===== config.mk =====
export PLATFORM = sky130hd
export DESIGN_NAME = npc_ifu
export DESIGN_NICKNAME = d
export VERILOG_FILES = /design/src/verilog/npc_pkg.sv /design/src/verilog/npc_ifu.sv
export SDC_FILE = /design/constraint.sdc
export NUM_CORES = 1
export LEC_CHECK = 0
export BUFFER_PORTS_ARGS = -buffer_cell sky130_fd_sc_hd__buf_2
export CAP_MARGIN = 10
export CORE_ASPECT_RATIO = 1.2
export CORE_UTILIZATION = 45
export DETAILED_ROUTE_END_ITERATION = 16
export GPL_TIMING_DRIVEN = 0
export HOLD_SLACK_MARGIN = 0.08
export PLACE_DENSITY = 0.79
export SYNTH_ARGS = -nofsm -noshare
export SYNTH_HDL_FRONTEND = slang
export SYNTH_SLANG_ARGS = --single-unit

===== constraint.sdc =====
create_clock -name i_clk -period 1.6 [get_ports i_clk]
set_input_delay 0.24 -clock i_clk [delete_from_list [all_inputs] [get_ports i_clk]]
set_output_delay 0.24 -clock i_clk [all_outputs]
set_load 0.03 [all_outputs]

===== src/verilog/npc_pkg.sv =====
// NPC shared types: data widths, operation encodings and the decoder and retire structs.

package npc_pkg;

  typedef logic [63:0] xlen_t;
  typedef logic [31:0] inst_t;
  typedef logic [4:0]  reg_idx_t;

  // ****************************************
  // Operation selectors
  // ****************************************

  typedef enum logic [2:0] {
    ALU_ADD,
    ALU_SUB,
    ALU_AND,
    ALU_OR,
    ALU_XOR,
    ALU_SLT,
    ALU_PASS_B
  } alu_op_e;

  typedef enum logic [2:0] {
    BR_NONE,
    BR_JAL,
    BR_JALR,
    BR_BEQ,
    BR_BNE,
    BR_BLT,
    BR_BGE
  } br_func_e;

  typedef enum logic [1:0] {
    MEM_B,
    MEM_BU,
    MEM_W,
    MEM_D
  } mem_op_e;

  typedef enum logic [1:0] {
    WB_ALU,
    WB_LOAD,
    WB_PC4
  } wb_sel_e;

  // ****************************************
  // Bundles between the units
  // ****************************************

  typedef struct packed {
    logic     alu_a_pc;
    logic     alu_b_imm;
    alu_op_e  alu_op;
    br_func_e br_func;
    logic     mem_wr;
    logic     mem_re;
    mem_op_e  mem_op;
    wb_sel_e  wb_sel;
    logic     reg_wr;
    logic     halt;
  } ctrl_t;

  typedef struct packed {
    logic     en;
    reg_idx_t rd;
    xlen_t    data;
  } retire_t;

endpackage

===== src/verilog/npc_ifu.sv =====
// NPC fetch unit: program counter register with next-PC load and a sticky halt flag.

module npc_ifu #(
  parameter npc_pkg::xlen_t RESET_PC = '0
) (
  input  logic           i_clk,
  input  logic           i_rst_n,
  input  npc_pkg::xlen_t i_next_pc,
  input  logic           i_halt_req,
  output npc_pkg::xlen_t o_pc,
  output logic           o_halted
);

  import npc_pkg::*;

  xlen_t pc_q;
  logic  halted_q;

  // A halt request freezes the PC at the halting instruction.
  always_ff @(posedge i_clk or negedge i_rst_n) begin
    if (!i_rst_n) begin
      pc_q     <= RESET_PC;
      halted_q <= 1'b0;
    end else if (!halted_q) begin
      if (i_halt_req) begin
        halted_q <= 1'b1;
      end else begin
        pc_q <= i_next_pc;
      end
    end
  end

  assign o_pc     = pc_q;
  assign o_halted = halted_q;

endmodule


==> tab_implementation.tex, run 1 <==
\begin{tabular}{lr}
\hline
Metric & Value \\
\hline
\multicolumn{2}{l}{\textbf{Synth}} \\
Summed instance area of the synthesized netlist & 2660 µm² \\
Top\_reg\_cell synth & sky130\_fd\_sc\_hd\_\_dfrtp\_1 \\
Share of synthesized registers carrying an async set or reset & 1.00 \\
Post-synth cell types & 8 \\
Largest area contributor in the synthesized netlist & sky130\_fd\_sc\_hd\_\_dfrtp\_1 \\
Sequential fraction of the synthesis area & 0.612 \\
Synth warn & 0 \\
Syn Area/Cell & 19.3 µm² \\
Leading cell types by count after synthesis & sky130\_fd\_sc\_hd\_\_dfrtp\_1, sky130\_fd\_sc\_hd\_\_mux2\_4, sky130\_fd\_sc\_hd\_\_mux2\_2 \\
Number of flops mapped to enable cells by yosys & 0 \\
Main area contributors after synthesis & sky130\_fd\_sc\_hd\_\_dfrtp\_1, sky130\_fd\_sc\_hd\_\_mux2\_4, sky130\_fd\_sc\_hd\_\_mux2\_2, sky130\_fd\_sc\_hd\_\_buf\_12, sky130\_fd\_sc\_hd\_\_buf\_6 \\
Most common cell in the synthesized netlist & sky130\_fd\_sc\_hd\_\_dfrtp\_1 \\
Syn Nets & 205 \\
Share of Yosys cell area claimed by the top area cell type & 0.612 \\
Register bit count reported by yosys & 65 \\
Number of standard cells after synthesis & 138 \\
\multicolumn{2}{l}{\textbf{Die}} \\
X dimension of the die & 72.2 µm \\
Core Footprint & 5670 µm² \\
Die extent in y & 86.2 µm \\
Count of boundary I/O pins & 132 \\
Initial Util & 0.469 \\
Die area & 6220 µm² \\
Row cnt & 30 \\
\multicolumn{2}{l}{\textbf{GRT}} \\
Global-route usage over all layers & 0.183 \\
Total congestion overflow after global routing & 0 \\
Wire length of the first global-routing pass & 8.33 mm \\
Number of global-route vias before repair & 1,768 \\
Maximum number of pins on one net before global-route repair & 34 \\
Number of antenna violations at the first check in global routing & 0 \\
\multicolumn{2}{l}{\textbf{Final layout}} \\
Area growth, synth to finish & 36.9\% \\
Fraction of layout instances using a drive strength above 1 & 0.762 \\
Filler cell count in the final layout & 423 \\
Number of cells in the finished layout apart from fillers & 366 \\
Post-route cell area & 3640 µm² \\
Sequential Area & 1630 µm² \\
N\_diodes & 0 \\
Area of the multi-input gates & 911 µm² \\
Final net count & 349 \\
\multicolumn{2}{l}{\textbf{Place}} \\
Count of input and output buffers & 131 \\
Placed inst area & 3430 µm² \\
Final weighted congestion in routability-driven placement & 0.750 \\
Final HPWL DP & 3.99 mm \\
Number of placed cells counting well taps & 350 \\
\multicolumn{2}{l}{\textbf{Routing}} \\
Detailed Route WL & 5.32 mm \\
Routed via count divided by cell count & 4.50 \\
Total iterations of the first detailed-routing run & 4 \\
Detailed-route DRC error count & 0 \\
Routed vias & 1,646 \\
Detail Route Antenna Nets & 0 \\
Starting DRT DRC Count & 56 \\
Post-DR wirelength/cell & 14.5 µm \\
\multicolumn{2}{l}{\textbf{Clocking}} \\
Worst-skew pair later-pin latency & 0.33 ns \\
Num Clock Sinks & 65 \\
Clock slew seen by the registers of the worst setup and hold paths & 0.07 ns \\
Depth of the CTS H-tree & 3 \\
Root Buffer Master & sky130\_fd\_sc\_hd\_\_clkbuf\_8 \\
Postcts setup bufs & 0 \\
Number of buffers on the longest clock path & 2 \\
Clock tree from TritonCTS & yes \\
Inserted Clock Buffers & 9 \\
\multicolumn{2}{l}{\textbf{Pwr}} \\
Cell leakage power & 0.00190 µW \\
Power density over cell area & 1170 nW/µm² \\
Post-route total power & 4250 µW \\
Max VDD drop & 639 µV \\
\multicolumn{2}{l}{\textbf{Worst setup path}} \\
Worst R2R Setup Slack & 0.26 ns \\
Kind of capture point of the worst setup path & flip-flop \\
Maximum fanout along the worst path & 10 \\
Worst Reg2Reg Path Length in Cells & 4 \\
Launching element type of the critical path & flip-flop \\
Data arrival time of the worst path & 1.55 ns \\
Data required time at the worst endpoint & 1.80 ns \\
Critical path class & flip-flop to flip-flop \\
\multicolumn{2}{l}{\textbf{Job}} \\
Total of max-cap violations & 0 \\
\multicolumn{2}{l}{\textbf{STA}} \\
Max-slew violation total from the final report & 0 \\
Part of the cycle the worst path needs & 0.840 \\
Clock period minus worst slack & 1.34 ns \\
Setup violators final & 0 \\
Final TNS setup & 0 ns \\
Final hold viol count & 0 \\
Max-Slew Margin vs Limit & 0.509 \\
RSZ-0062 raised after global routing & false \\
Maximum operating frequency & 0.744 GHz \\
Slew @ Worst Pin & 0.736 ns \\
Worst-case hold slack & 0.139 ns \\
Final worst clock skew & 0.00527 ns \\
\multicolumn{2}{l}{\textbf{Hold path}} \\
Worst hold-check path type & primary input to flip-flop \\
Hold depth & 2 \\
\multicolumn{2}{l}{\textbf{Outcome}} \\
Run status & completed \\
\hline
\end{tabular}
[repair_timing]
| action | in CTS | in global routing |
|---|---|---|
| endpoints found under the hold margin | 32 | 0 |
| gates resized for setup | 0 | 0 |
| hold buffers | 1 | 0 |
[where the power goes]
group	switching, µW	total, µW	internal (µW)
registers	98.2	1930	1830
logic	569	970	401
clock network	560	1350	791
[layer usage]
layer | track usage | vias up | wire [µm]
li1 | - | 764 | -
met1 | 0.200 | 805 | 2070
met2 | 0.311 | 62 | 2910
met3 | 0.0465 | 15 | 190
met4 | 0.121 | 0 | 161
met5 | 0 | - | 0
[stage by stage]
step	setup slack [ns]	util
after CTS	0.234	0.642
after detailed placement	0.264	0.606
final	0.256	0.642
after global placement	0.0960	0.602
after floorplan	0.204	-
after global routing	0.191	0.642
[worst paths after layout]
| check | to | start |
|---|---|---|
| setup / recovery | o_pc[19] | o_halted |
| hold / removal | o_pc[51] | i_next_pc[51] |
| setup reg to reg | o_pc[19] | o_halted |
| hold reg to reg | o_pc[8] | o_pc[8] |
| max in group asynchronous | o_pc[11] | i_rst_n |
| min in group asynchronous | o_pc[51] | i_rst_n |
[cell type report]
type	count	area share
Clock buffer	12	0.0426
Clock inverter	3	0.0110
Multi-Input combinational cell	65	0.250
Inverter	1	0.00103
Sequential cell	65	0.447
Buffer	7	0.0320
Tap cell	80	0.0275
Timing Repair Buffer	133	0.188
[logic make-up (layout without fill, tap and decap cells)]
kind of cell,after synthesis,after routing,synth area share
flip-flops,65,65,0.612
buffers and inverters,8,156,0.0452
AND/OR/NAND/NOR,1,1,0.00236
multiplexers,64,64,0.340
[critical path, stage by stage (launching register included)]
cell and delay, ns:
sky130_fd_sc_hd__dfrtp_1 0.39, sky130_fd_sc_hd__nor2_2 0.14, sky130_fd_sc_hd__buf_6 0.21, sky130_fd_sc_hd__buf_12 0.17, sky130_fd_sc_hd__mux2_4 0.31
[sequential cells by signal, indices dropped and copies added, names as in the netlist]
name	cells
o_pc	64
o_halted	1
[cells in the final DEF (no fill, tap or decap)]
| cell | count |
|---|---|
| sky130_fd_sc_hd__buf_6 | 1 |
| sky130_fd_sc_hd__bufinv_16 | 1 |
| sky130_fd_sc_hd__dlygate4sd3_1 | 1 |
| sky130_fd_sc_hd__buf_12 | 6 |
| sky130_fd_sc_hd__mux2_2 | 15 |
| sky130_fd_sc_hd__nor2_2 | 1 |
| sky130_fd_sc_hd__clkbuf_8 | 11 |
| sky130_fd_sc_hd__inv_1 | 1 |
| sky130_fd_sc_hd__clkinv_2 | 2 |
| sky130_fd_sc_hd__buf_2 | 132 |
| sky130_fd_sc_hd__mux2_4 | 49 |
| sky130_fd_sc_hd__dfrtp_1 | 65 |
| sky130_fd_sc_hd__clkbuf_1 | 1 |
No activity file was read; power rests on OpenSTA's default activity.
==> inputs of run 2 (changes only) <==
- ABC_AREA: default -> 1
- CORE_UTILIZATION: 45 -> 41
- PLACE_DENSITY: 0.79 -> 0.76
- clock period: 1.6 -> 1.21 ns (I/O delays scaled with it)
==> run 2 against run 1 <==
- clock-buffer cell count rose by 1
- global-route usage rose by 5.4 points
- worst hold slack improved by 0.15 ns
- critical endpoint is now o_pc[42]
- critical path type unchanged
- total power rose by 30%
- critical path depth did not move
- worst setup slack got worse by 0.22 ns
- combinational power rose by 40%
- maximum frequency rose by 15%
==> tab_implementation.tex, run 2 <==
\begin{tabular}{lr}
\hline
Metric & Value \\
\hline
\multicolumn{2}{l}{\textbf{Outcome}} \\
Run status & completed \\
\multicolumn{2}{l}{\textbf{Final layout}} \\
Fraction of layout instances using a drive strength above 1 & 0.341 (-0.421) \\
Area growth, synth to finish & 64.0\% \\
N\_diodes & 0 (unchanged) \\
Filler cell count in the final layout & 497 (+17\%) \\
Number of flip-flops in the largest register & 64 (unchanged) \\
Final net count & 557 (+60\%) \\
Core utilization of the finished layout & 0.701 (+0.0588) \\
Most common cell after layout, fill and taps aside & sky130\_fd\_sc\_hd\_\_buf\_2 \\
Most frequent cells in the layout & sky130\_fd\_sc\_hd\_\_buf\_2, sky130\_fd\_sc\_hd\_\_nand2\_1, sky130\_fd\_sc\_hd\_\_dlygate4sd3\_1, sky130\_fd\_sc\_hd\_\_dfrtp\_1, sky130\_fd\_sc\_hd\_\_o21ai\_0 \\
\multicolumn{2}{l}{\textbf{Pwr}} \\
Switching Fraction & 0.314 (+0.0254) \\
Sequential group share of total power & 0.461 (+0.007) \\
Power density over cell area & 1300 nW/µm² (+11\%) \\
Post-route total power & 5510 µW (+30\%) \\
Cell leakage power & 0.00227 µW (+20\%) \\
Clk pwr share & 0.292 (-0.026) \\
Share of total power in combinational logic & 0.246 (+0.018) \\
Design internal power & 3780 µW (+25\%) \\
Max VDD drop & 825 µV (+29\%) \\
Net load switching power & 1730 µW (+41\%) \\
\multicolumn{2}{l}{\textbf{Worst setup path}} \\
Launch instance of the worst register-to-register path & o\_halted \\
Critical path, cell by cell & buf\_6 > clkbuf\_1 > o21ai\_1 > nand2\_1 \\
Worst R2R Setup Slack & 0.04 ns (-0.22 ns) \\
Maximum fanout along the worst path & 10 (unchanged) \\
Data arrival time of the worst path & 1.38 ns (-0.17 ns) \\
Critical path startpoint & o\_halted \\
Launching element type of the critical path & flip-flop \\
Data required time at the worst endpoint & 1.41 ns (-0.39 ns) \\
Kind of capture point of the worst setup path & flip-flop \\
Stage delay of the slowest cell on the critical path & 0.39 ns (about the same) \\
Critical path class & flip-flop to flip-flop \\
Cell with the largest stage delay on the worst path & sky130\_fd\_sc\_hd\_\_dfrtp\_1 \\
\multicolumn{2}{l}{\textbf{Hold path}} \\
Beginning of the worst hold path & i\_halt\_req \\
Worst hold-check path type & primary input to flip-flop \\
\multicolumn{2}{l}{\textbf{Synth}} \\
Summed instance area of the synthesized netlist & 2590 µm² (-2.7\%) \\
Number of flops mapped to enable cells by yosys & 0 (unchanged) \\
Leading cell types by count after synthesis & sky130\_fd\_sc\_hd\_\_nand2\_1, sky130\_fd\_sc\_hd\_\_dfrtp\_1, sky130\_fd\_sc\_hd\_\_o21ai\_0 \\
Share of synthesized registers carrying an async set or reset & 1.00 (unchanged) \\
Syn Nets & 347 (+69\%) \\
Sequential fraction of the synthesis area & 0.629 (+0.0169) \\
Synth warn & 0 (unchanged) \\
Main area contributors after synthesis & sky130\_fd\_sc\_hd\_\_dfrtp\_1, sky130\_fd\_sc\_hd\_\_nand2\_1, sky130\_fd\_sc\_hd\_\_o21ai\_0, sky130\_fd\_sc\_hd\_\_buf\_6, sky130\_fd\_sc\_hd\_\_buf\_2 \\
Largest area contributor in the synthesized netlist & sky130\_fd\_sc\_hd\_\_dfrtp\_1 \\
Share of Yosys cell area claimed by the top area cell type & 0.629 (+0.0169) \\
Most common cell in the synthesized netlist & sky130\_fd\_sc\_hd\_\_nand2\_1 \\
Post-synth cell types & 10 (+2) \\
Number of standard cells after synthesis & 280 (+100\%) \\
Syn Area/Cell & 9.24 µm² (-52\%) \\
Register bit count reported by yosys & 65 (unchanged) \\
Top\_reg\_cell synth & sky130\_fd\_sc\_hd\_\_dfrtp\_1 \\
\multicolumn{2}{l}{\textbf{Routing}} \\
Post-DR wirelength/cell & 13.1 µm (-9.7\%) \\
Detailed Route WL & 7.54 mm (+42\%) \\
Detail Route Antenna Nets & 0 (unchanged) \\
Detailed-route DRC error count & 0 (unchanged) \\
Starting DRT DRC Count & 192 (+240\%) \\
Routed vias & 2,718 (+65\%) \\
Routed via count divided by cell count & 4.74 (+5.3\%) \\
Total iterations of the first detailed-routing run & 4 (unchanged) \\
\multicolumn{2}{l}{\textbf{Clocking}} \\
Depth of the CTS H-tree & 3 (unchanged) \\
Worst-skew pair later-pin latency & 0.33 ns (about the same) \\
Inserted Clock Buffers & 9 (unchanged) \\
Num Clock Sinks & 65 (unchanged) \\
Root Buffer Master & sky130\_fd\_sc\_hd\_\_clkbuf\_8 \\
Number of buffers on the longest clock path & 2 (unchanged) \\
Clock tree from TritonCTS & yes \\
Clock slew seen by the registers of the worst setup and hold paths & 0.07 ns (about the same) \\
\multicolumn{2}{l}{\textbf{Die}} \\
Core Footprint & 6050 µm² (+6.8\%) \\
Die area & 6630 µm² (+6.6\%) \\
X dimension of the die & 74.5 µm (+3.3\%) \\
Count of boundary I/O pins & 132 (unchanged) \\
Die extent in y & 89 µm (+3.3\%) \\
Initial Util & 0.427 (-0.0415) \\
Row cnt & 31 (+3.3\%) \\
\multicolumn{2}{l}{\textbf{Job}} \\
Total of max-cap violations & 0 (unchanged) \\
\multicolumn{2}{l}{\textbf{STA}} \\
Part of the cycle the worst path needs & 0.968 (+0.128) \\
Clock period minus worst slack & 1.17 ns (-0.172 ns) \\
Final hold viol count & 0 (unchanged) \\
Max-slew violation total from the final report & 0 (unchanged) \\
Final worst clock skew & 0.00399 ns (-0.00128 ns) \\
Maximum operating frequency & 0.854 GHz (+15\%) \\
Max-Slew Margin vs Limit & 0.461 (-0.0484) \\
Slew @ Worst Pin & 0.809 ns (+0.0725 ns) \\
Setup violators final & 0 (unchanged) \\
RSZ-0062 raised after global routing & true \\
\multicolumn{2}{l}{\textbf{Place}} \\
Final weighted congestion in routability-driven placement & 0.802 (+7.0\%) \\
Final HPWL DP & 4.31 mm (+8.0\%) \\
Count of input and output buffers & 131 (unchanged) \\
\multicolumn{2}{l}{\textbf{GRT}} \\
Wire length of the first global-routing pass & 11.6 mm (+40\%) \\
Number of antenna violations at the first check in global routing & 0 (unchanged) \\
Number of global-route vias before repair & 2,581 (+46\%) \\
Maximum number of pins on one net before global-route repair & 66 (+94\%) \\
Global-route usage over all layers & 0.237 (+0.0544) \\
Total congestion overflow after global routing & 0 (unchanged) \\
\hline
\end{tabular}
## run 2: layer usage
| layer | up-vias | share of wire | wire length [µm] | track usage |
|---|---|---|---|---|
| met1 | 1280 | 0.40 | 2980 | 0.272 |
| li1 | 1311 | - | - | - |
| met2 | 109 | 0.53 | 4000 | 0.423 |
| met3 | 18 | 0.050 | 379 | 0.0372 |
| met4 | 0 | 0.024 | 179 | 0.123 |
| met5 | - | 0 | 0 | 0 |
## run 2: final timing paths
kind	end	cells after the start
setup / recovery	o_pc[42]	4
hold / removal	o_pc[60]	5
setup reg to reg	o_pc[42]	4
hold reg to reg	o_pc[21]	2
max in group asynchronous	o_pc[17]	2
min in group asynchronous	o_pc[45]	2
## run 2: power groups by stage
| stage | sequential, µW | clock, µW | combinational, µW |
|---|---|---|---|
| 2_1_floorplan | 3090 | 0 | 192 |
| 3_3_place_gp | 2570 | 0 | 1160 |
| 3_5_place_dp | 2570 | 0 | 1180 |
| 4_1_cts | 2540 | 1650 | 1340 |
| 5_1_grt | 2570 | 1750 | 1470 |
| 6_report | 2540 | 1610 | 1360 |
## run 2: logic make-up (layout without fill, tap and decap cells)
logic type / count (synthesis) / count (layout) / share of synthesized area
flip-flops: 65 / 65 / 0.629
AND/OR/NAND/NOR: 129 / 129 / 0.190
AO/OA/AOI/OAI: 64 / 64 / 0.124
buffers and inverters: 22 / 234 / 0.0571
## run 2: final cells by class
class | count | area [µm²] | share of cell area
Sequential cell | 65 | 1630 | 0.384
Timing Repair Buffer | 199 | 1350 | 0.318
Multi-Input combinational cell | 193 | 825 | 0.194
Clock buffer | 13 | 169 | 0.0398
Buffer | 21 | 165 | 0.0389
Tap cell | 82 | 103 | 0.0242
Inverter | 1 | 3.75 | 0.000885
## run 2: repair_timing
| item | 4_1_cts | 5_1_grt |
|---|---|---|
| hold buffers | 65 | 0 |
| resized for setup | 0 | 25 |
| endpoints found under the hold margin | 129 | 0 |
| buffers inserted | 0 | 2 |
| endpoints found under the setup margin | 0 | 49 |
## run 2: through the flow
stage          area [µm²]  hold WS, ns  setup WS (ns)  setup TNS, ns  instances
2_1_floorplan        2590       -0.114         0.0101              0        280
3_3_place_gp         3340        0.381         -0.268         -17.21        493
3_5_place_dp         3350        0.330         0.0417              0        493
4_1_cts              4170        0.269         0.0237              0        571
5_1_grt              4240        0.305        -0.0388         -0.598        574
6_report             4240        0.293         0.0385              0        574
## run 2: worst max-delay path: cells and delay by family, from the launching register on
kind | cells | cell delay [ns]
buf+inv | 2 | 0.36
compound gates | 1 | 0.20
flops | 1 | 0.39
simple gates | 1 | 0.09
