==> config.mk <==
export PLATFORM = sky130hd
export DESIGN_NAME = npc_bru
export DESIGN_NICKNAME = d
export VERILOG_FILES = /design/src/verilog/npc_pkg.sv /design/src/verilog/npc_bru.sv
export SDC_FILE = /design/constraint.sdc
export NUM_CORES = 1
export LEC_CHECK = 0
export BUFFER_PORTS_ARGS = -buffer_cell sky130_fd_sc_hd__buf_2
export CAP_MARGIN = 0
export CELL_PAD_IN_SITES_DETAIL_PLACEMENT = 0
export CELL_PAD_IN_SITES_GLOBAL_PLACEMENT = 2
export CORE_MARGIN = 4
export CORE_UTILIZATION = 30
export DETAILED_ROUTE_END_ITERATION = 16
export GPL_TIMING_DRIVEN = 0
export PLACE_DENSITY_LB_ADDON = 0.1
export SETUP_SLACK_MARGIN = 0.3
export SLEW_MARGIN = 40
export SYNTH_ARGS = -nofsm -noshare
export SYNTH_HDL_FRONTEND = slang
export SYNTH_SLANG_ARGS = --single-unit
export TNS_END_PERCENT = 50
==> constraint.sdc <==
create_clock -name vclk -period 9.52
set_input_delay 0.952 -clock vclk [all_inputs]
set_output_delay 0.952 -clock vclk [all_outputs]
set_load 0.05 [all_outputs]
==> src/verilog/npc_pkg.sv <==
// NPC shared types: data widths, operation encodings and the decoder and retire structs.

package npc_pkg;

  typedef logic [63:0] xlen_t;
  typedef logic [31:0] inst_t;
  typedef logic [4:0]  reg_idx_t;

  // ****************************************
  // Operation selectors
  // ****************************************

  typedef enum logic [2:0] {
    ALU_ADD,
    ALU_SUB,
    ALU_AND,
    ALU_OR,
    ALU_XOR,
    ALU_SLT,
    ALU_PASS_B
  } alu_op_e;

  typedef enum logic [2:0] {
    BR_NONE,
    BR_JAL,
    BR_JALR,
    BR_BEQ,
    BR_BNE,
    BR_BLT,
    BR_BGE
  } br_func_e;

  typedef enum logic [1:0] {
    MEM_B,
    MEM_BU,
    MEM_W,
    MEM_D
  } mem_op_e;

  typedef enum logic [1:0] {
    WB_ALU,
    WB_LOAD,
    WB_PC4
  } wb_sel_e;

  // ****************************************
  // Bundles between the units
  // ****************************************

  typedef struct packed {
    logic     alu_a_pc;
    logic     alu_b_imm;
    alu_op_e  alu_op;
    br_func_e br_func;
    logic     mem_wr;
    logic     mem_re;
    mem_op_e  mem_op;
    wb_sel_e  wb_sel;
    logic     reg_wr;
    logic     halt;
  } ctrl_t;

  typedef struct packed {
    logic     en;
    reg_idx_t rd;
    xlen_t    data;
  } retire_t;

endpackage
==> src/verilog/npc_bru.sv <==
// NPC branch unit: evaluates branch conditions and selects the next program counter.

module npc_bru (
  input  npc_pkg::xlen_t i_pc,
  input  npc_pkg::xlen_t i_rs1_data,
  input  npc_pkg::xlen_t i_imm,
  input  npc_pkg::ctrl_t i_ctrl,
  input  logic           i_zero,
  input  logic           i_less,
  output npc_pkg::xlen_t o_next_pc
);

  import npc_pkg::*;

  logic  taken;
  xlen_t jalr_target;

  assign jalr_target = (i_rs1_data + i_imm) & ~xlen_t'(1);

  always_comb begin
    case (i_ctrl.br_func)
      BR_JAL:  taken = 1'b1;
      BR_BEQ:  taken = i_zero;
      BR_BNE:  taken = !i_zero;
      BR_BLT:  taken = i_less;
      BR_BGE:  taken = !i_less;
      default: taken = 1'b0;
    endcase
  end

  always_comb begin
    if (i_ctrl.br_func == BR_JALR) begin
      o_next_pc = jalr_target;
    end else if (taken) begin
      o_next_pc = i_pc + i_imm;
    end else begin
      o_next_pc = i_pc + xlen_t'(4);
    end
  end

endmodule

==> results of run 1 <==
-- per-stage QoR --
step / setup WS [ns] / cells
floorplan: 4.11 / 1508
global placement: 3.25 / 2204
detailed placement: 3.38 / 2204
CTS: 3.34 / 2204
global route: 3.02 / 2205
finish: 3.24 / 2205
-- logic make-up after synthesis --
family | after synthesis | share of synthesized area (%)
compound gates | 576 | 37.7
xor+xnor | 169 | 15.2
fa+ha+maj | 128 | 16.6
buf+inv | 126 | 5.15
mux | 6 | 0.630
simple gates | 503 | 24.7
-- cell type report --
type                            instances  area [sq um]  area share [%]
Multi-Input combinational cell       1382          9240            79.6
Timing Repair Buffer                  262          1320            11.3
Tap cell                              435           544            4.69
Buffer                                 89           370            3.19
Inverter                               37           139            1.20
-- how the worst max path moves through the flow --
| stage | startpoint | endpoint | slack [ns] | depth (start not counted) |
|---|---|---|---|---|
| 2_1_floorplan | i_pc[0] | o_next_pc[58] | 4.11 | 13 |
| 3_3_place_gp | i_imm[16] | o_next_pc[61] | 3.25 | 15 |
| 3_5_place_dp | i_imm[31] | o_next_pc[58] | 3.38 | 15 |
| 4_1_cts | i_imm[31] | o_next_pc[58] | 3.34 | 15 |
| 5_1_grt | i_imm[13] | o_next_pc[62] | 3.02 | 15 |
| 6_report | i_imm[31] | o_next_pc[58] | 3.24 | 15 |
-- routing by layer --
metal,vias up,routed length [um]
met3,54,2780
li1,6154,-
met2,435,19600
met1,5746,23000
met4,0,1280
met5,-,0
-- critical path, stage by stage --
cell and delay, ns:
sky130_fd_sc_hd__buf_2 0.13, sky130_fd_sc_hd__ha_1 0.27, sky130_fd_sc_hd__buf_2 0.18, sky130_fd_sc_hd__nand4_1 0.34
sky130_fd_sc_hd__nor4_1 0.41, sky130_fd_sc_hd__o311ai_0 0.19, sky130_fd_sc_hd__a31oi_1 0.53, sky130_fd_sc_hd__o2111ai_1 0.38
sky130_fd_sc_hd__a211oi_1 0.46, sky130_fd_sc_hd__o21ai_1 0.19, sky130_fd_sc_hd__o21ai_0 0.45, sky130_fd_sc_hd__xor2_1 0.19
sky130_fd_sc_hd__nor2_1 0.08, sky130_fd_sc_hd__a31oi_1 0.25, sky130_fd_sc_hd__buf_2 0.32
-- cells in the mapped netlist, types with 33 or more instances --
cell                       count  area [sq um]
sky130_fd_sc_hd__nand3_1      57           285
sky130_fd_sc_hd__a21oi_1     174           871
sky130_fd_sc_hd__nand2_1     166           623
sky130_fd_sc_hd__ha_1        126          1580
sky130_fd_sc_hd__xnor2_1      87           762
sky130_fd_sc_hd__xor2_1       82           718
sky130_fd_sc_hd__nand4_1      53           332
sky130_fd_sc_hd__inv_1        37           139
sky130_fd_sc_hd__a21o_1       75           563
sky130_fd_sc_hd__nor2_1      111           417
sky130_fd_sc_hd__o211ai_1     33           248
sky130_fd_sc_hd__clkbuf_1     71           267
sky130_fd_sc_hd__o21ai_0     134           671
-- report_power, final --
group          internal, uW  leakage (uW)  switching (uW)  total (uW)
Sequential                0             0               0           0
Clock                     0             0               0           0
Combinational           326       0.00514             696        1020
==> flow_results.org, run 1 <==
** Global routing
- In this run the most used layer during global routing was met2.
- The number of global-route vias before repair is 11.9k.
- Met3 usage in global routing :: 2.51%
- Grt total ovfl :: 0
- Entering global routing, the biggest net connects 11 pins.
- The first global-routing pass estimated 70000 um of wire.
- The initial antenna violation count came to 0.
- Across every metal layer, demand over resource in global routing totals 24.6%.
- Global routing usage on met1 :: 36.6%
- In the global route stage, met2 resource usage came out at 38.3%.

** Place
- Summing all placed instances gives a cell area of 11600 sq um.
- Quantity of I/O buffers inserted on ports :: 261
- Placer Congestion :: 0.939
- After legalization and detailed placement, the total HPWL measured 39600 um.

** Finish
- Once layout is done, the placed cells without fillers occupy 11600 sq um.
- Fill count :: 3609
- The layout has 0 clock buffers.
- In the final design database the tool counted 2110 nets.
- Most frequent cells in the layout :: 270 x sky130_fd_sc_hd__buf_2, 174 x sky130_fd_sc_hd__a21oi_1, 166 x sky130_fd_sc_hd__nand2_1, 133 x sky130_fd_sc_hd__o21ai_0, 126 x sky130_fd_sc_hd__ha_1
- 0 antenna diodes ended up in the layout.
- Area taken by flip-flops and latches :: 0 sq um
- Compared with the post-synthesis result, the final layout area differs by 19.3%.
- Final sequential cell count :: 0
- Ratio of cells with drive above 1 in the final layout :: 17.2%
- Leaving out fill and tap cells, the most frequent cell in the layout is sky130_fd_sc_hd__buf_2.
- Once layout is complete, the utilization of the core stands at 36.5%.

** Synth
- Yosys mapped the design onto 75 distinct sky130hd cell types.
- Sequential element share of the synthesized area :: 0%
- Dividing the synthesized area by the synthesized cell count gives 6.46 sq um.
- Cell Area, Synth :: 9730 sq um
- Post-synthesis instance total :: 1508
- The Yosys step of the flow raised 0 warnings.
- When the netlist entered floorplanning its net count stood at 1846.

** STA
- Setup violations remaining at the end of the flow were counted as 0.
- Worst Tran Pin Value :: 0.916 ns
- Dividing the final minimum period by the clock period gives 66.0%.
- Final slew viol count :: 0
- Measured against its own limit, the worst slew margin works out to 38.9%.
- Setup TNS after final layout :: 0 ns
- Maximum frequency from static timing analysis :: 0.159 GHz
- Hold is met by 2.32 ns.
- The smallest clock period supported by the final layout is computed as 6.28 ns.
- Hold Violations, Final :: 0
- Unrepaired setup endpoints after global routing :: no

** Detailed routing
- The first detailed-routing pass ran for 5 iterations.
- The final layout contains routed wiring with a total length of 46600 um.
- DRC violations left :: 0
- For this block, the via count after detailed routing is 12.4k.
- Number of DRC violations after detailed-routing iteration 0 :: 859
- In the routed layout, each cell is associated on average with a via count of 5.62.
- In this run the remaining antenna-violating nets after routing total 0.
- After detailed routing, the average wire length per cell comes to 21.2 um.

** Floorplan
- Core area :: 31800 sq um
- The floorplan step defined a die boundary enclosing 35400 sq um.
- Row generation in the floorplan step produced 65 rows.
- The die is 188 um tall.
- Starting Density :: 30.6%
- In this run the count of I/O pins placed on the die edge is 274.
- DIE WIDTH :: 188 um

** Pwr
- Power spread over the standard cell area amounts to 88.0 nW/um^2.
- Max VDD drop :: 0.0000557 V
- Total power for the finished layout comes to 1020 uW.
- In this run the static leakage power is 0.00514 uW.

** Hold path
- For hold timing, the worst endpoint is o_next_pc[0].
- Hold Crit Class :: primary input to output pin
- In this run the most critical hold path is launched from i_pc[0].
- The worst hold path passes through 4 cells.

** Worst setup path
- STA puts the critical path data required time at 8.57 ns.
- Startpoint type of the worst setup path :: primary input
- Of all nets on the critical path, the largest fanout is 8.
- Critical path start-end classification :: primary input to output pin
- Data arrives at the worst endpoint at 5.33 ns.
- Critical Path End Type :: output pin

** CTS
- Number of hold-repair buffers added at the cts stage :: 0
- The number of gates resized after CTS was 0.
- Buffer count from post-CTS setup fixing :: 0

** Status
- Result of the run :: finished clean

** Run
- Maximum Capacitance Violations :: 0
Note: power is estimated with default switching activity, not from simulation.
==> inputs of run 2 (changes only) <==
- CORE_UTILIZATION: 30 -> 26
- clock period: 9.52 -> 5.15 ns (I/O delays scaled with it)
==> run 2 against run 1 <==
Net effect: non-clock buffer count increased by 8; die area increased by 15%; sequential share of layout area unchanged; worst setup slack got worse by 2.8 ns; core utilization decreased by 4.3 points; sequential cell count unchanged; count of clock-buffer cells in the layout unchanged; wire length increased by 5.5%; hold slack got worse by 0.86 ns; largest cell class unchanged; highest routed layer unchanged.
==> flow_results.org, run 2 (synthesis gave the netlist of run 1 again) <==
** Worst setup path
- Critical path start-end classification :: primary input to output pin (unchanged)
- Critical path cell sequence :: buf_2, ha_1, clkbuf_2, nand3_1, nor2_1, a22oi_2, buf_4, a211oi_2, o311a_1, a41o_1, a41o_2, a311oi_1, a41oi_1, o21ai_1, nor3_2, clkbuf_4 (was buf_2, ha_1, buf_2, nand4_1, nor4_1, o311ai_0, a31oi_1, o2111ai_1, a211oi_1, o21ai_1, o21ai_0, xor2_1, nor2_1, a31oi_1, buf_2)
- The gate family responsible for the most delay along the worst path was compound AO/OA/AOI/OAI gates (unchanged).
- The library cell contributing the largest single delay on the critical path is sky130_fd_sc_hd__o311a_1 (was sky130_fd_sc_hd__a31oi_1).
- Startpoint type of the worst setup path :: primary input (unchanged)
- The required time of the critical path was 4.64 ns (was 8.57 ns).
- The data arrival time of the worst path was 4.21 ns (was 5.33 ns).
- Highest fanout seen on the critical path :: 7 (was 8)
- Delay contributed by the slowest stage of the critical path :: 0.36 ns (was 0.53 ns)
- Critical Path End Type :: output pin (unchanged)
- Buffer and inverter count on the worst path :: 4 (was 3)

** Floorplan
- Die Y :: 201 um (was 188 um)
- Boundary pin count :: 274 (unchanged)
- Starting Density :: 26.5% (was 30.6%)
- Number of placement rows :: 70 (was 65)
- The floorplan die width came to 201 um (was 188 um).
- Core area :: 36800 sq um (was 31800 sq um)
- Area enclosed by the die boundary :: 40600 sq um (was 35400 sq um)

** Detailed routing
- Via density :: 5.51 (was 5.62)
- Number of DRC violations after detailed-routing iteration 0 :: 714 (was 859)
- The number of routed nets with antenna violations was 0 (unchanged).
- Overall via count from detail_route :: 12.4k (about the same)
- Drt total wl :: 49200 um (was 46600 um)
- Initial DRT Pass Iterations :: 8 (was 5)
- The wire length per cell after detailed routing came to 21.9 um (was 21.2 um).
- DRC violations left :: 0 (unchanged)

** Global routing
- The initial antenna violation count is 1 (was 0).
- The largest net degree at the start of global routing is 11 (unchanged).
- Wire length of the first global-routing pass :: 73300 um (was 70000 um)
- Overall global routing resource usage :: 22.6% (was 24.6%)
- The residual overflow from global routing came to 0 (unchanged).
- The number of global-route vias before repair came to 12.0k (was 11.9k).

** STA
- Unrepaired setup endpoints after global routing: yes (was no).
- Post-Route Hold Slack :: 1.46 ns (was 2.32 ns)
- Final setup violating endpoints :: 0 (unchanged)
- Worst Tran Pin Value :: 0.866 ns (was 0.916 ns)
- The minimum setup slack in the final design came to 0.427 ns (was 3.24 ns).
- The summed negative setup slack over all endpoints came to 0 ns (unchanged).
- Of the available clock period, the critical path in the final layout requires 91.7%.
- Final slew viol count :: 0 (unchanged)
- Final Critical Period :: 4.72 ns
- The relative max-transition margin came to 42.3% (was 38.9%).
- Timing would allow up to 0.212 GHz.
- Hold Violations, Final :: 0 (unchanged)

** Finish
- Most frequent cells in the layout :: 268 x sky130_fd_sc_hd__buf_2, 172 x sky130_fd_sc_hd__a21oi_1, 166 x sky130_fd_sc_hd__nand2_1, 128 x sky130_fd_sc_hd__o21ai_0, 126 x sky130_fd_sc_hd__ha_1 (was 270 x sky130_fd_sc_hd__buf_2, 174 x sky130_fd_sc_hd__a21oi_1, 166 x sky130_fd_sc_hd__nand2_1, 133 x sky130_fd_sc_hd__o21ai_0, 126 x sky130_fd_sc_hd__ha_1)
- The final instance count without filler cells is 2247 (was 2205).
- The count of sequential standard cells was 0 (unchanged).
- The post-synthesis to final-layout area growth is 21.9% (was 19.3%).
- The register cell area after layout came to 0 sq um (unchanged).
- The number of nets in the final layout was 2118 (was 2110).
- Clk_buf instances :: 0 (unchanged)
- Ratio of cells with drive above 1 in the final layout :: 19.2% (was 17.2%)
- Fill count :: 4195 (was 3609)
- Most common cell after layout, fill and taps aside :: sky130_fd_sc_hd__buf_2 (unchanged)
- The area occupied by multi-input gates is 9370 sq um (was 9240 sq um).

** Hold path
- The class of the tightest hold or removal check is primary input to output pin (unchanged).

** Run
- Maximum Capacitance Violations :: 0 (unchanged)

** Status
- Result of the run :: finished clean (unchanged)

** Place
- Placement-stage worst setup slack :: -0.268 ns (was 3.38 ns)
- The number of input and output port buffers inserted was 261 (unchanged).
- Placed insts :: 2238 (was 2204)
- The HPWL reported at the end of detailed placement was 42000 um (was 39600 um).
- Placer Congestion :: 0.915 (was 0.939)
[run 2: timing repair]
item,in CTS,in global routing
gates resized for setup,17,22
hold endpoints to repair,0,0
gates cloned,0,0
pin swaps,2,6
hold buffers,0,0
setup buffers,3,5
setup endpoints to repair,11,21
[run 2: stage by stage]
step | area, sq um | utilization, %
CTS | 11800 | 31.9
detailed placement | 11700 | 31.7
global route | 11900 | 32.2
global placement | 11600 | 31.6
floorplan | 9730 | -
finish | 11900 | 32.2
[run 2: worst min-delay path: cells and delay by family]
family | cells | cell delay [ns]
compound gates | 1 | 0.06
simple gates | 1 | 0.05
buf+inv | 2 | 0.32
[run 2: final cells by class]
| type | count | area share (%) |
|---|---|---|
| Antenna cell | 1 | 0.0211 |
| Inverter | 37 | 1.17 |
| Timing Repair Buffer | 270 | 11.7 |
| Multi-Input combinational cell | 1382 | 79.0 |
| Tap cell | 468 | 4.94 |
| Buffer | 89 | 3.21 |
[run 2: routing by layer]
metal  part of all wire (%)  global-route usage [%]  up-vias
li1                       -                       -     6178
met1                     50                    33.9     5785
met2                     44                    36.6      398
met3                    5.1                    1.92       19
met4                    1.1                    2.10        0
met5                      0                       0        -
[run 2: worst paths after layout]
path                       from             to  cells past startpoint
worst max-delay path  i_imm[13]  o_next_pc[62]                     16
worst min-delay path    i_pc[0]   o_next_pc[0]                      4
==> inputs of run 3 (changes only) <==
--- a/config.mk
+++ b/config.mk
@@ -6,4 +6,5 @@
 export NUM_CORES = 1
 export LEC_CHECK = 0
+export ABC_AREA = 1
 export BUFFER_PORTS_ARGS = -buffer_cell sky130_fd_sc_hd__buf_2
 export CAP_MARGIN = 0
@@ -11,5 +12,5 @@
 export CELL_PAD_IN_SITES_GLOBAL_PLACEMENT = 2
 export CORE_MARGIN = 4
-export CORE_UTILIZATION = 26
+export CORE_UTILIZATION = 24
 export DETAILED_ROUTE_END_ITERATION = 16
 export GPL_TIMING_DRIVEN = 0
==> constraint.sdc (replaced) <==
create_clock -name vclk -period 5.15
set_input_delay 0.2575 -clock vclk [all_inputs]
set_output_delay 0.2575 -clock vclk [all_outputs]
set_load 0.05 [all_outputs]
==> run 3 against run 2 <==
Net effect: core utilization down 3.9 points; count of clock-buffer cells in the layout unchanged; sequential share of layout area unchanged; die area up 52%; synthesized cell count up 97%; first-iteration DRC count up 93%; via count up 58%; global-route usage up 6.1 points; largest cell class unchanged.
==> flow_results.org, run 3 <==
** STA
- Final setup violating endpoints :: 0 (unchanged)
- The minimum setup slack in the final design was 0.982 ns (was 0.427 ns).
- Maximum frequency from static timing analysis :: 0.240 GHz (was 0.212 GHz)
- The summed negative setup slack over all endpoints came to 0 ns (unchanged).
- The relative max-transition margin came to 37.6% (was 42.3%).
- The share of the clock period used by the worst path after layout came to 80.9% (was 91.7%).
- Unrepaired setup endpoints after global routing: no (was yes).
- The minimum clock period was 4.17 ns (was 4.72 ns).
- The transition time at the pin with the least slew margin is 0.927 ns (was 0.866 ns).
- The count of final max-slew check failures is 0 (unchanged).
- Hold Violations, Final :: 0 (unchanged)
- Post-Route Hold Slack :: 0.994 ns (was 1.46 ns)

** CTS
- The post-CTS repair timing setup buffer count is 0 (was 3).
- The number of cells upsized or downsized after cts is 0 (was 17).
- The hold buffer count at cts came to 0 (unchanged).

** Global routing
- Wire length of the first global-routing pass :: 128000 um (was 73300 um)
- The number of global-route vias before repair was 18.9k (was 12.0k).
- Pin count of the biggest net entering global routing :: 11 (unchanged)
- Grt total ovfl :: 0 (unchanged)
- The initial antenna violation count was 2 (was 1).
- Overall global routing resource usage :: 28.7% (was 22.6%)

** Pwr
- Power per cell area :: 138 nW/um^2
- The worst-case IR drop observed on VDD is 0.0000786 V.
- Leakage power figure :: 0.00923 uW

** Synth
- The count of distinct cell types in the synthesized netlist is 43 (was 75).
- The most common cell in the netlist was sky130_fd_sc_hd__nand2_1 (was sky130_fd_sc_hd__a21oi_1).
- The summed instance area of the synthesized netlist is 13900 sq um (was 9730 sq um).
- Top-area cell type share of the netlist area :: 31.4% (was 16.2%)
- Average instance area after synthesis :: 4.67 sq um (was 6.46 sq um)
- Sequential element share of the synthesized area :: 0% (unchanged)
- Most instantiated cells after synthesis: 1162 x sky130_fd_sc_hd__nand2_1, 534 x sky130_fd_sc_hd__inv_1, 355 x sky130_fd_sc_hd__nor2_1 (was 174 x sky130_fd_sc_hd__a21oi_1, 166 x sky130_fd_sc_hd__nand2_1, 134 x sky130_fd_sc_hd__o21ai_0).
- The net count after synthesis is 3310 (was 1846).
- Yosys synthesis warning count :: 0 (unchanged)
- Main area contributors after synthesis :: sky130_fd_sc_hd__nand2_1 31%, sky130_fd_sc_hd__inv_1 14%, sky130_fd_sc_hd__ha_1 11% (was sky130_fd_sc_hd__ha_1 16%, sky130_fd_sc_hd__a21oi_1 8.9%, sky130_fd_sc_hd__xnor2_1 7.8%)
- The cell taking the most area after synthesis was sky130_fd_sc_hd__nand2_1 (was sky130_fd_sc_hd__ha_1).
- Post-synthesis instance total :: 2972 (was 1508)

** Worst setup path
- Critical path cell sequence: buf_2, ha_1, fa_1, nand3_1, nand3_1, nand2_1, nand2_1, nand2_1, nand3_1, nand2_1, a21boi_0, o21ai_0, nand2_1, inv_1, buf_2 (was buf_2, ha_1, clkbuf_2, nand3_1, nor2_1, a22oi_2, buf_4, a211oi_2, o311a_1, a41o_1, a41o_2, a311oi_1, a41oi_1, o21ai_1, nor3_2, clkbuf_4).
- Startpoint type of the worst setup path :: primary input (unchanged)
- The required time of the critical path came to 4.89 ns (was 4.64 ns).
- The data arrival time of the worst path is 3.91 ns (was 4.21 ns).
- Critical Path End Type :: output pin (unchanged)
- Crit path launch :: i_imm[0] (was i_imm[13])
- The path type of the worst setup path was primary input to output pin (unchanged).
- Top cell by count, worst path :: sky130_fd_sc_hd__nand2_1
- The stage delay of the slowest cell on the critical path came to 0.77 ns (was 0.36 ns).
- The library cell contributing the largest single delay on the critical path is sky130_fd_sc_hd__o21ai_0 (was sky130_fd_sc_hd__o311a_1).
- The maximum net fanout on the critical path came to 4 (was 7).

** Detailed routing
- The number of optimization iterations in the first detailed-route pass is 5 (was 8).
- Antenna viol nets, final :: 0 (unchanged)
- The remaining design rule violation count is 0 (unchanged).
- The wire length per cell after detailed routing came to 23.2 um (was 21.9 um).
- The wire length after detailed routing was 92400 um (was 49200 um).
- Via density :: 4.90 (was 5.51)
- The vias after detailed routing came to 19.5k (was 12.4k).
- Number of DRC violations after detailed-routing iteration 0 :: 1375 (was 714)

** Finish
- The post-synthesis to final-layout area growth is 16.3% (was 21.9%).
- The area occupied by multi-input gates is 11700 sq um (was 9370 sq um).
- The number of fill cells in the layout was 7032 (was 4195).
- The most common cell after layout, fill and taps aside is sky130_fd_sc_hd__nand2_1 (was sky130_fd_sc_hd__buf_2).
- Most frequent cells in the layout: 1162 x sky130_fd_sc_hd__nand2_1, 534 x sky130_fd_sc_hd__inv_1, 355 x sky130_fd_sc_hd__nor2_1, 269 x sky130_fd_sc_hd__buf_2, 190 x sky130_fd_sc_hd__nand3_1 (was 268 x sky130_fd_sc_hd__buf_2, 172 x sky130_fd_sc_hd__a21oi_1, 166 x sky130_fd_sc_hd__nand2_1, 128 x sky130_fd_sc_hd__o21ai_0, 126 x sky130_fd_sc_hd__ha_1).
- The count of clock buffers in the final design was 0 (unchanged).
- Final sequential cell count :: 0 (unchanged)
- The fraction of layout instances using a drive strength above 1 came to 9.65% (was 19.2%).
- The share of the core filled with cells in the final layout is 28.4% (was 32.2%).
- The number of nets in the final layout was 3573 (was 2118).
- Finished Layout Cells :: 3990 (was 2247)
- The register cell area after layout was 0 sq um (unchanged).

** Place
- The minimum setup slack after placement came to 1.06 ns (was -0.268 ns).
- Quantity of I/O buffers inserted on ports :: 261 (unchanged)
- Placer Congestion :: 0.999 (was 0.915)
- Half-perimeter wire length after placement :: 83900 um (was 42000 um)
- Placed insts :: 3989 (was 2238)

** Hold path
- The end point of the worst hold path is o_next_pc[1] (was o_next_pc[0]).
- Hold Crit Class :: primary input to output pin (unchanged)
- Worst hold path cell count :: 4 (unchanged)
- Worst Hold Launch :: i_pc[1] (was i_pc[0])

** Floorplan
- The number of I/O pins was 274 (unchanged).
- Core area :: 56800 sq um (was 36800 sq um)
- DIE WIDTH :: 248 um (was 201 um)
- The initial core utilization is 24.4% (was 26.5%).
- Die Y :: 248 um (was 201 um)
- The full die area came to 61700 sq um (was 40600 sq um).
- Number of placement rows :: 87 (was 70)

** Status
- Result of the run :: finished clean (unchanged)

** Run
- Maximum Capacitance Violations :: 0 (unchanged)
run 3: changes by cell type after synthesis, sizes merged, moves of 21 or more:
cell and change:
nand3 +135, inv +497, a211oi -27, nand2 +1002, xnor2 -70, o21ai -21, o211ai -30, a21o -71
clkbuf -58, nor2 +251, nor3 +28, xor2 -32
run 3: routing by layer:
layer	part of all wire, %	track usage, %	vias up
li1	-	-	9831
met1	46	39.7	9067
met2	47	49.8	558
met3	4.8	1.81	83
met4	2.2	5.07	0
met5	0	0	-
run 3: worst max path at each step:
stage	end	slack, ns	depth (start not counted)
4_1_cts	o_next_pc[38]	1.05	15
2_1_floorplan	o_next_pc[12]	2.21	11
5_1_grt	o_next_pc[38]	0.81	15
3_5_place_dp	o_next_pc[38]	1.06	15
6_report	o_next_pc[38]	0.98	15
3_3_place_gp	o_next_pc[38]	1.07	15
run 3: logic make-up after synthesis:
group           synth area share (%)
simple gates                    55.1
buf+inv                         15.3
compound gates                  13.5
fa+ha+maj                       11.7
xor+xnor                        4.23
mux                            0.144
run 3: power breakdown:
| group | switching [uW] | internal (uW) |
|---|---|---|
| Sequential | 0 | 0 |
| Clock | 0 | 0.0000260 |
| Combinational | 1650 | 577 |
| Total | 1650 | 577 |
run 3: worst max-delay path, delay by kind of cell:
kind                       cells  cell delay, ns
buffers and inverters          3            0.46
AOI/OAI and AO/OA              2            0.94
and+or+nand+nor                8            1.45
adders and majority gates      2            0.78
run 3: layout make-up:
type / instances / area share, %
antenna: 1 / 0.0155
buffer: 26 / 0.752
inverter: 535 / 12.4
multi-input combinational: 2411 / 72.8
tap: 756 / 5.86
timing repair buffer: 261 / 8.10
run 3: metrics by stage:
step	power [uW]	instance area, sq um
2_1_floorplan	1340	13900
3_3_place_gp	2200	16100
3_5_place_dp	2200	16100
4_1_cts	2210	16100
5_1_grt	2420	16100
6_report	2230	16100
